--- src/logic/edpPkg.sv ---
package edpPkg;

  // Data path geometry
  localparam int wordW   = 36;
  localparam int halfW   = wordW / 2;
  localparam int fmAdrW  = 4;
  localparam int fmDepth = 1 << fmAdrW;
  localparam int magicW  = 9;

  // Bit 0 is the most significant bit
  typedef logic [0:wordW-1] word_t;

  typedef enum logic [2:0] {
    fnAdd,
    fnAddOne,
    fnSub,
    fnAnd,
    fnOr,
    fnXor,
    fnPassA,
    fnPassB
  } adFunc_e;

  // adaZero also forces ADXA to zero
  typedef enum logic [1:0] {
    adaAR,
    adaARX,
    adaMQ,
    adaZero
  } adaSel_e;

  typedef enum logic [1:0] {
    adbFM,
    adbBRx2,
    adbBR,
    adbARx4
  } adbSel_e;

  typedef enum logic [2:0] {
    arHold,
    arAD,
    arADX,
    arADx2,
    arADdiv4,
    arExt,
    arFM
  } arSel_e;

  typedef enum logic [2:0] {
    arxHold,
    arxAD,
    arxADX,
    arxMQ,
    arxExt,
    arxZero
  } arxSel_e;

  typedef enum logic [1:0] {
    mqLoad,
    mqShl,
    mqShr,
    mqHold
  } mqFunc_e;

  // Same order as the EBUS diagnostic read function
  typedef enum logic [2:0] {
    dsAR,
    dsBR,
    dsMQ,
    dsFM,
    dsBRX,
    dsARX,
    dsADX,
    dsAD
  } diagSrc_e;

  // 34 field bits plus 6 spare
  typedef struct packed {
    logic               fmt;
    adFunc_e            adFunc;
    logic               long;
    adaSel_e            adaSel;
    adbSel_e            adbSel;
    arSel_e             arSel;
    arxSel_e            arxSel;
    mqFunc_e            mqFunc;
    logic               brLoad;
    logic               brxLoad;
    logic               fmWriteL;
    logic               fmWriteR;
    logic [fmAdrW-1:0]  fmAdr;
    logic [magicW-1:0]  magic;
    logic [5:0]         pad;
  } uwNormal_t;

  typedef struct packed {
    logic               fmt;
    diagSrc_e           diagSrc;
    logic [fmAdrW-1:0]  fmAdr;
    logic [31:0]        pad;
  } uwDiag_t;

  // fmt is the top bit of both readings
  typedef union packed {
    uwNormal_t normal;
    uwDiag_t   diag;
  } uword_u;

  typedef struct packed {
    logic               doStep;
    adFunc_e            adFunc;
    logic               long;
    adaSel_e            adaSel;
    adbSel_e            adbSel;
    arSel_e             arSel;
    arxSel_e            arxSel;
    mqFunc_e            mqFunc;
    logic               brLoad;
    logic               brxLoad;
    logic               fmWriteL;
    logic               fmWriteR;
    logic [fmAdrW-1:0]  fmAdr;
    logic [magicW-1:0]  magic;
  } edpCtl_t;

  typedef struct packed {
    logic     valid;
    diagSrc_e src;
  } diagReq_t;

  typedef struct packed {
    word_t ad;
    word_t adx;
    logic  cry0;
    logic  cry1;
    logic  ovf;
  } adOut_t;

  typedef struct packed {
    logic cry0;
    logic cry1;
    logic ovf;
  } edpFlags_t;

  typedef struct packed {
    word_t ar;
    word_t arx;
    word_t br;
    word_t brx;
    word_t mq;
  } regView_t;

endpackage
--- src/logic/dataPath.sv ---
module dataPath
  import edpPkg::*;
(
  input  logic      clk,
  input  logic      arstN,
  input  logic      step,
  input  uword_u    uword,
  input  word_t     extData,
  output regView_t  regs,
  output edpFlags_t flags,
  output word_t     ebusData,
  output logic      ebusValid,
  output logic      fmParity
);

  edpCtl_t  ctl;
  diagReq_t diag;
  adOut_t   res;
  word_t    fmRd;

  uwordDecode uwordDecode_i (
    .clk   (clk),
    .arstN (arstN),
    .step  (step),
    .uword (uword),
    .ctl   (ctl),
    .diag  (diag)
  );

  adderPair adderPair_i (
    .ctl  (ctl),
    .regs (regs),
    .fm   (fmRd),
    .res  (res)
  );

  regBank regBank_i (
    .clk       (clk),
    .arstN     (arstN),
    .ctl       (ctl),
    .diag      (diag),
    .res       (res),
    .fm        (fmRd),
    .extData   (extData),
    .regs      (regs),
    .flags     (flags),
    .ebusData  (ebusData),
    .ebusValid (ebusValid)
  );

  // FM is always written from AR
  fastMem fastMem_i (
    .clk    (clk),
    .ctl    (ctl),
    .wrData (regs.ar),
    .rdData (fmRd),
    .parity (fmParity)
  );

endmodule

--- src/logic/fastMem.sv ---
module fastMem
  import edpPkg::*;
(
  input  logic    clk,
  input  edpCtl_t ctl,
  input  word_t   wrData,
  output word_t   rdData,
  output logic    parity
);

  word_t mem [fmDepth];

  // Halves are written independently
  always_ff @(posedge clk) begin
    if (ctl.doStep && ctl.fmWriteL) begin
      mem[ctl.fmAdr][0:halfW-1] <= wrData[0:halfW-1];
    end
    if (ctl.doStep && ctl.fmWriteR) begin
      mem[ctl.fmAdr][halfW:wordW-1] <= wrData[halfW:wordW-1];
    end
  end

  // Asynchronous read at the microword address
  assign rdData = mem[ctl.fmAdr];

  // Even parity over the whole word
  assign parity = ^rdData;

endmodule

--- src/logic/regBank.sv ---
module regBank
  import edpPkg::*;
(
  input  logic      clk,
  input  logic      arstN,
  input  edpCtl_t   ctl,
  input  diagReq_t  diag,
  input  adOut_t    res,
  input  word_t     fm,
  input  word_t     extData,
  output regView_t  regs,
  output edpFlags_t flags,
  output word_t     ebusData,
  output logic      ebusValid
);

  word_t arNext;
  word_t arxNext;
  word_t mqNext;
  word_t ebusSel;

  // AR load mux
  always_comb begin
    case (ctl.arSel)
      arAD:     arNext = res.ad;
      arADX:    arNext = res.adx;
      arADx2:   arNext = {res.ad[1:wordW-1], res.adx[0]};
      arADdiv4: arNext = {2'b00, res.ad[0:wordW-3]};
      arExt:    arNext = extData;
      arFM:     arNext = fm;
      default:  arNext = regs.ar;
    endcase
  end

  // ARX load mux
  always_comb begin
    case (ctl.arxSel)
      arxAD:   arxNext = res.ad;
      arxADX:  arxNext = res.adx;
      arxMQ:   arxNext = regs.mq;
      arxExt:  arxNext = extData;
      arxZero: arxNext = '0;
      default: arxNext = regs.arx;
    endcase
  end

  // MQ as universal shift register
  always_comb begin
    case (ctl.mqFunc)
      mqLoad:  mqNext = res.ad;
      mqShl:   mqNext = {regs.mq[1:wordW-1], res.cry0};
      mqShr:   mqNext = {regs.mq[0], regs.mq[0:wordW-2]};
      default: mqNext = regs.mq;
    endcase
  end

  always_ff @(posedge clk or negedge arstN) begin
    if (!arstN) begin
      regs  <= '0;
      flags <= '0;
    end else if (ctl.doStep) begin
      regs.ar  <= arNext;
      regs.arx <= arxNext;
      regs.mq  <= mqNext;
      // BR and BRX take the old AR and ARX
      if (ctl.brLoad) begin
        regs.br <= regs.ar;
      end
      if (ctl.brxLoad) begin
        regs.brx <= regs.arx;
      end
      flags <= '{cry0: res.cry0, cry1: res.cry1, ovf: res.ovf};
    end
  end

  // Diagnostic readback source
  always_comb begin
    case (diag.src)
      dsAR:    ebusSel = regs.ar;
      dsBR:    ebusSel = regs.br;
      dsMQ:    ebusSel = regs.mq;
      dsFM:    ebusSel = fm;
      dsBRX:   ebusSel = regs.brx;
      dsARX:   ebusSel = regs.arx;
      dsADX:   ebusSel = res.adx;
      default: ebusSel = res.ad;
    endcase
  end

  always_ff @(posedge clk or negedge arstN) begin
    if (!arstN) begin
      ebusData  <= '0;
      ebusValid <= 1'b0;
    end else begin
      ebusValid <= diag.valid;
      if (diag.valid) begin
        ebusData <= ebusSel;
      end
    end
  end

  assert property (@(posedge clk) disable iff (!arstN)
    ctl.doStep |=> !ebusValid)
    else $error("ebusValid raised after a normal step");

  // Diagnostic reads leave the architectural state alone
  assert property (@(posedge clk) disable iff (!arstN)
    diag.valid |=> $stable(regs) && $stable(flags))
    else $error("Register changed on diagnostic step");

endmodule

--- src/logic/adderPair.sv ---
module adderPair
  import edpPkg::*;
(
  input  edpCtl_t  ctl,
  input  regView_t regs,
  input  word_t    fm,
  output adOut_t   res
);

  word_t ada;
  word_t adb;
  word_t adxa;
  word_t adxb;
  word_t adbOp;
  word_t adxbOp;
  logic [wordW+1:0] adSum;
  logic [wordW+1:0] adxSum;
  logic adCin;
  logic fnCin;
  logic isArith;
  logic [2*wordW-1:0] longExp;

  // Returns {carry out of bit 0, carry out of bit 1, sum}
  function automatic logic [wordW+1:0] addWord(word_t a, word_t b, logic cin);
    logic [wordW-1:0] lowSum;
    logic c0;
    logic s0;
    lowSum = {1'b0, a[1:wordW-1]} + {1'b0, b[1:wordW-1]} + wordW'(cin);
    s0 = a[0] ^ b[0] ^ lowSum[wordW-1];
    c0 = (a[0] & b[0]) | ((a[0] ^ b[0]) & lowSum[wordW-1]);
    return {c0, lowSum[wordW-1], s0, lowSum[wordW-2:0]};
  endfunction

  function automatic word_t aluWord(adFunc_e f, word_t a, word_t b,
                                    logic [wordW+1:0] sum);
    word_t r;
    case (f)
      fnAnd:   r = a & b;
      fnOr:    r = a | b;
      fnXor:   r = a ^ b;
      fnPassA: r = a;
      fnPassB: r = b;
      default: r = sum[wordW-1:0];
    endcase
    return r;
  endfunction

  // Operand muxes
  always_comb begin
    case (ctl.adaSel)
      adaAR:   ada = regs.ar;
      adaARX:  ada = regs.arx;
      adaMQ:   ada = regs.mq;
      default: ada = '0;
    endcase
    adxa = (ctl.adaSel == adaZero) ? '0 : regs.arx;

    case (ctl.adbSel)
      adbFM: begin
        adb  = fm;
        adxb = {ctl.magic, {(wordW - magicW){1'b0}}};
      end
      adbBRx2: begin
        adb  = {regs.br[1:wordW-1], regs.brx[0]};
        adxb = {regs.brx[1:wordW-1], 1'b0};
      end
      adbBR: begin
        adb  = regs.br;
        adxb = regs.brx;
      end
      default: begin
        adb  = {regs.ar[2:wordW-1], regs.arx[0:1]};
        adxb = {regs.arx[2:wordW-1], 2'b00};
      end
    endcase
  end

  always_comb begin
    isArith = ctl.adFunc inside {fnAdd, fnAddOne, fnSub};
    fnCin   = (ctl.adFunc == fnAddOne) || (ctl.adFunc == fnSub);
    adbOp   = (ctl.adFunc == fnSub) ? ~adb : adb;
    adxbOp  = (ctl.adFunc == fnSub) ? ~adxb : adxb;

    // ADX is the low half, so its carry feeds AD in long mode
    adxSum = addWord(adxa, adxbOp, fnCin);
    adCin  = ctl.long ? adxSum[wordW+1] : fnCin;
    adSum  = addWord(ada, adbOp, adCin);

    res.ad   = aluWord(ctl.adFunc, ada, adb, adSum);
    res.adx  = aluWord(ctl.adFunc, adxa, adxb, adxSum);
    res.cry0 = isArith && adSum[wordW+1];
    res.cry1 = isArith && adSum[wordW];
    res.ovf  = res.cry0 ^ res.cry1;

    // Chained halves must match a flat 72-bit add
    longExp = {ada, adxa} + {adb, adxb};
    if (ctl.long && ctl.adFunc == fnAdd) begin
      assert ({res.ad, res.adx} == longExp)
        else $error("Long add mismatch across AD/ADX boundary");
    end
  end

endmodule

--- src/logic/uwordDecode.sv ---
module uwordDecode
  import edpPkg::*;
(
  input  logic     clk,
  input  logic     arstN,
  input  logic     step,
  input  uword_u   uword,
  output edpCtl_t  ctl,
  output diagReq_t diag
);

  logic isDiag;

  // Same bit position in both readings
  assign isDiag = uword.diag.fmt;

  always_comb begin
    ctl.doStep  = step && !isDiag;
    ctl.adFunc  = uword.normal.adFunc;
    ctl.long    = uword.normal.long;
    ctl.adaSel  = uword.normal.adaSel;
    ctl.adbSel  = uword.normal.adbSel;
    ctl.arSel   = uword.normal.arSel;
    ctl.arxSel  = uword.normal.arxSel;
    ctl.mqFunc  = uword.normal.mqFunc;
    ctl.brLoad  = uword.normal.brLoad;
    ctl.brxLoad = uword.normal.brxLoad;
    ctl.magic   = uword.normal.magic;

    // Write enables sit in the diagnostic padding
    ctl.fmWriteL = uword.normal.fmWriteL;
    ctl.fmWriteR = uword.normal.fmWriteR;

    // Diagnostic reads carry their own FM address
    if (isDiag) begin
      ctl.fmAdr = uword.diag.fmAdr;
    end else begin
      ctl.fmAdr = uword.normal.fmAdr;
    end
  end

  assign diag.valid = step && isDiag;
  assign diag.src   = uword.diag.diagSrc;

  // No FM write may come out of a diagnostic microword
  assert property (@(posedge clk) disable iff (!arstN)
    diag.valid |-> !(ctl.fmWriteL || ctl.fmWriteR))
    else $error("FM write enable on diagnostic step");

  // Selectors must be driven for a normal step
  assert property (@(posedge clk) disable iff (!arstN)
    ctl.doStep |-> !$isunknown({ctl.adFunc, ctl.long, ctl.adaSel, ctl.adbSel,
                                ctl.arSel, ctl.arxSel, ctl.mqFunc,
                                ctl.brLoad, ctl.brxLoad}))
    else $error("Unknown selector on normal step");

endmodule

--- config.mk ---
export PLATFORM = sky130hd
export DESIGN_NAME = dataPath
export DESIGN_NICKNAME = d
export VERILOG_FILES = /design/src/logic/edpPkg.sv /design/src/logic/dataPath.sv /design/src/logic/fastMem.sv /design/src/logic/regBank.sv /design/src/logic/adderPair.sv /design/src/logic/uwordDecode.sv
export SDC_FILE = /design/constraint.sdc
export NUM_CORES = 2
export LEC_CHECK = 0
export ABC_AREA = 1
export BUFFER_PORTS_ARGS = -buffer_cell sky130_fd_sc_hd__buf_2
export CORE_UTILIZATION = 25
export CTS_BUF_LIST = sky130_fd_sc_hd__clkbuf_8
export DETAILED_ROUTE_END_ITERATION = 7
export PLACE_DENSITY_LB_ADDON = 0.1
export SLEW_MARGIN = 40
export SYNTH_ARGS = -nofsm -noshare
export SYNTH_HDL_FRONTEND = slang
export SYNTH_HIERARCHICAL = 1
export SYNTH_SLANG_ARGS = --single-unit
--- constraint.sdc ---
create_clock -name clk -period 5.5 [get_ports clk]
set_input_delay 0.825 -clock clk [delete_from_list [all_inputs] [get_ports clk]]
set_output_delay 0.825 -clock clk [all_outputs]
set_load 0.03 [all_outputs]
==> results.py <==
metrics = {
    "setup_path": {
        "critPathCaptureType": "register",
        "critical_path.startpoint_type": "register",
        "critical_r2r_capture": "regBank_i/ebusData[4]",
        "timing.critical_path.fanout_max": 3,
        "r2r_start": "regBank_i/regs[39]",
        "cp.required_ps": 6390,
        "timing.critical_path.buf_inv": 4,
        "crit_arrival_ps": 6280,
        "r2r.worst_path.cells": 29,
        "worst_path_largest_cell_delay_ps": 490,
        "slowest_stage": "sky130_fd_sc_hd__dfrtp_1",
        "crit_type": "register to register",
        "worst-r2r-setup-slack_ps": 110,
        "cpLargestDelayFamily": "adder cells",
        "path_common_cell": "sky130_fd_sc_hd__nand2_1",
    },
    "sta": {
        "timing_worst_slew_pin_value_ps": 948,
        "finalHoldViolations": 0,
        "setup_violations": 0,
        "maxSlewViolCount": 0,
        "final.setup_skew_ps": 85.1,
        "timing.final.crit_period_ps": 5390,
        "finalCritPeriodShare_pct": 98.0,
        "setup_ws_ps": 108,
        "rsz_0062_raised_after_global_routing": "yes",
        "hold_slack_ps": 126,
        "max_clock_freq_mhz": 185,
        "worst_slew_margin_rel_pct": 36.8,
    },
    "min_path": {
        "hold_path_startpoint": "step",
        "holdPathStages": 3,
        "timing.hold.worst.class": "input port to register",
        "hold_path_end": "regBank_i/ebusValid",
    },
    "die": {
        "fp-row-count": 168,
        "pin_count": 300,
        "core-area_mm2": 0.210,
        "initial_utilization_pct": 25.2,
        "fp.dieArea_mm2": 0.214,
        "vertical_extent_of_the_die_um": 463,
        "die_w_um": 463,
    },
    "placement": {
        "globalplace.congestion": 0.955,
        "post_detail_place_hpwl_mm": 234,
        "portBuffers": 293,
        "placement.setup.worst_slack_ps": -1110,
    },
    "layout": {
        "final_core_utilization_pct": 32.3,
        "nets": 8314,
        "layout.filler_cells": 22500,
        "post_route_cells_drive_above_1_share_pct": 22.3,
        "area_growth_pct": 27.9,
    },
    "pwr": {
        "max-vdd-ir-drop_mv": 0.356,
        "p_per_area_mw_per_mm2": 381,
        "static-leakage-power_nw": 32.7,
        "fin_total_pwr_mw": 25.8,
    },
    "routing": {
        "detail_route.drc_violations": 0,
        "via_cell_ratio": 5.08,
        "avgRoutedWirePerCell_um": 28.7,
        "finalWirelength_mm": 314,
        "num_vias": 55600,
        "detail_route.first_pass.iterations": 8,
        "drt_iter0_markers": 6078,
        "final_antenna_net_count": 0,
    },
    "synthesis": {
        "synth_top_flop_cell": "sky130_fd_sc_hd__edfxtp_1",
        "yosys.cell_types.count": 60,
        "synthTopCellsByArea": "sky130_fd_sc_hd__edfxtp_1, sky130_fd_sc_hd__nand2_1, sky130_fd_sc_hd__dfrtp_1",
        "synth-edff-count": 576,
        "synth_top_cell_by_area": "sky130_fd_sc_hd__edfxtp_1",
        "syn_area_per_cell_um2": 7.58,
        "synth.yosys.warnings": 6,
        "netlist_area_mm2": 0.0531,
        "synth.top_cell.area_share_pct": 32.6,
        "synth_sequential_area_ratio_pct": 42.9,
        "synth.net_count": 7313,
        "synth_commonest_cells": "sky130_fd_sc_hd__nand2_1, sky130_fd_sc_hd__inv_1, sky130_fd_sc_hd__edfxtp_1, sky130_fd_sc_hd__nor2_1, sky130_fd_sc_hd__nand4_1",
        "syn_inst": 7011,
        "synth-seq-cells": 796,
        "synthMostInstantiatedCell": "sky130_fd_sc_hd__nand2_1",
        "synthArstFlopShare_pct": 27.6,
    },
    "grt": {
        "number_of_global_route_vias_before_repair": 53100,
        "tot_gr_track_use_pct": 28.6,
        "maximum_number_of_pins_on_one_net_before_global_route_repair": 145,
        "antenna_violations_before_repair": 39,
        "globalRouteOverflowTotal": 0,
        "wire_length_of_the_first_global_routing_pass_mm": 433,
    },
    "run_status": {
        "outcome": "complete, no violations",
    },
    "clock_tree": {
        "clk_root_buffer_cell": "sky130_fd_sc_hd__clkbuf_8",
        "numClockSinks": 796,
        "cts_buffer_count": 158,
        "clock_transition_at_path_regs_ps": 80,
        "h_tree_depth": 4,
        "clk-insertion-delay-late_ps": 1000,
        "clk_path_buf_depth": 3,
        "tritoncts": "built",
    },
    "job": {
        "timing.max_cap.violations": 0,
    },
}
tightest hold or removal path: stages:
cell and delay (ps):
sky130_fd_sc_hd__buf_2 90, sky130_fd_sc_hd__nand2_1 60, sky130_fd_sc_hd__inv_1 80
how the worst max path moves through the flow:
| stage | startpoint | slack [ps] | to | cells past startpoint |
|---|---|---|---|---|
| finish | regBank_i/regs[39] | 110 | regBank_i/ebusData[4] | 29 |
| global route | regBank_i/regs[41] | -70 | regBank_i/regs[169] | 37 |
| CTS | regBank_i/regs[66] | 1 | regBank_i/ebusData[22] | 32 |
| detailed placement | uword[31] | -1110 | regBank_i/ebusData[14] | 31 |
| global placement | uword[31] | -1120 | regBank_i/ebusData[14] | 31 |
| floorplan | uword[32] | -30 | regBank_i/regs[177] | 39 |
registers in the layout, summed over array words and instances (netlist names):
| register | flops |
|---|---|
| fastMem_i/mem | 576 |
| regBank_i/ebusData | 36 |
| regBank_i/ebusValid | 1 |
| regBank_i/flags | 3 |
| regBank_i/regs | 180 |
stage by stage:
step | area [um^2] | TNS, ps | instances
after floorplan | 53200 | -29.0 | 7011
after global routing | 67900 | -278 | 10900
after global placement | 64300 | -118330 | 10600
after detailed placement | 64400 | -115580 | 10600
after CTS | 67500 | 0 | 10900
final | 67900 | 0 | 11000
cell usage in the layout, fill, tap and decap left out, drive strengths merged, types with 2 or more instances in the layout:
master	synthesis	layout
a211oi	17	17
clkinv	4	44
a21o	6	6
nand2	2750	2750
o21ai	370	370
nand3	300	300
inv	645	712
nor2	473	473
mux2	73	73
o211ai	22	22
a21oi	249	249
o21bai	8	8
ha	217	217
nor3	53	53
diode	0	12
clkinvlp	0	2
a221oi	38	38
o2111ai	13	13
edfxtp	576	576
xnor2	5	5
buf	303	1250
dfrtp	220	220
fa	6	6
o22ai	62	62
o221ai	33	33
xor2	93	93
a22oi	18	18
nand3b	2	2
clkbuf	110	176
nand4	338	338
what timing repair did:
item	in CTS	in global routing
hold endpoints to repair	23	0
gates cloned	0	1
endpoints found under the setup margin	28	110
pin swaps	0	28
resized for setup	11	103
hold buffers	1	0
setup buffers	0	10
routing by layer:
metal	share of wire, %	vias up	GRT usage (%)
li1	-	25200	-
met1	43	27300	38.0
met2	44	2590	44.0
met3	7.1	537	5.08
met4	5.8	20	15.1
met5	0.043	-	0
power breakdown:
part	internal (mW)	total, mW	leakage [nW]	switching, mW
sequential	7.20	8.24	8.06	1.04
clock	2.99	6.07	1.77	3.07
combinational	3.77	11.5	22.9	7.76
area by class of cell:
class,instances,area [um^2],share of cell area [%]
Multi-Input combinational cell,5153,26300,38.8
Tap cell,2805,3510,5.17
Timing Repair Buffer,1254,9740,14.3
Inverter,649,2470,3.63
Clock inverter,110,629,0.927
Antenna cell,12,30.0,0.0442
Sequential cell,796,22800,33.6
Clock buffer,173,2380,3.51
kinds of logic after synthesis:
group           after synthesis  share of synthesized area, %
xor+xnor                     98                          1.62
fa+ha+maj                   223                          5.34
buf+inv                    1062                          8.65
flops                       796                          42.9
compound gates              841                          9.53
simple gates               3918                          30.4
mux                          73                          1.55
Note: power is estimated with default switching activity, not from simulation.
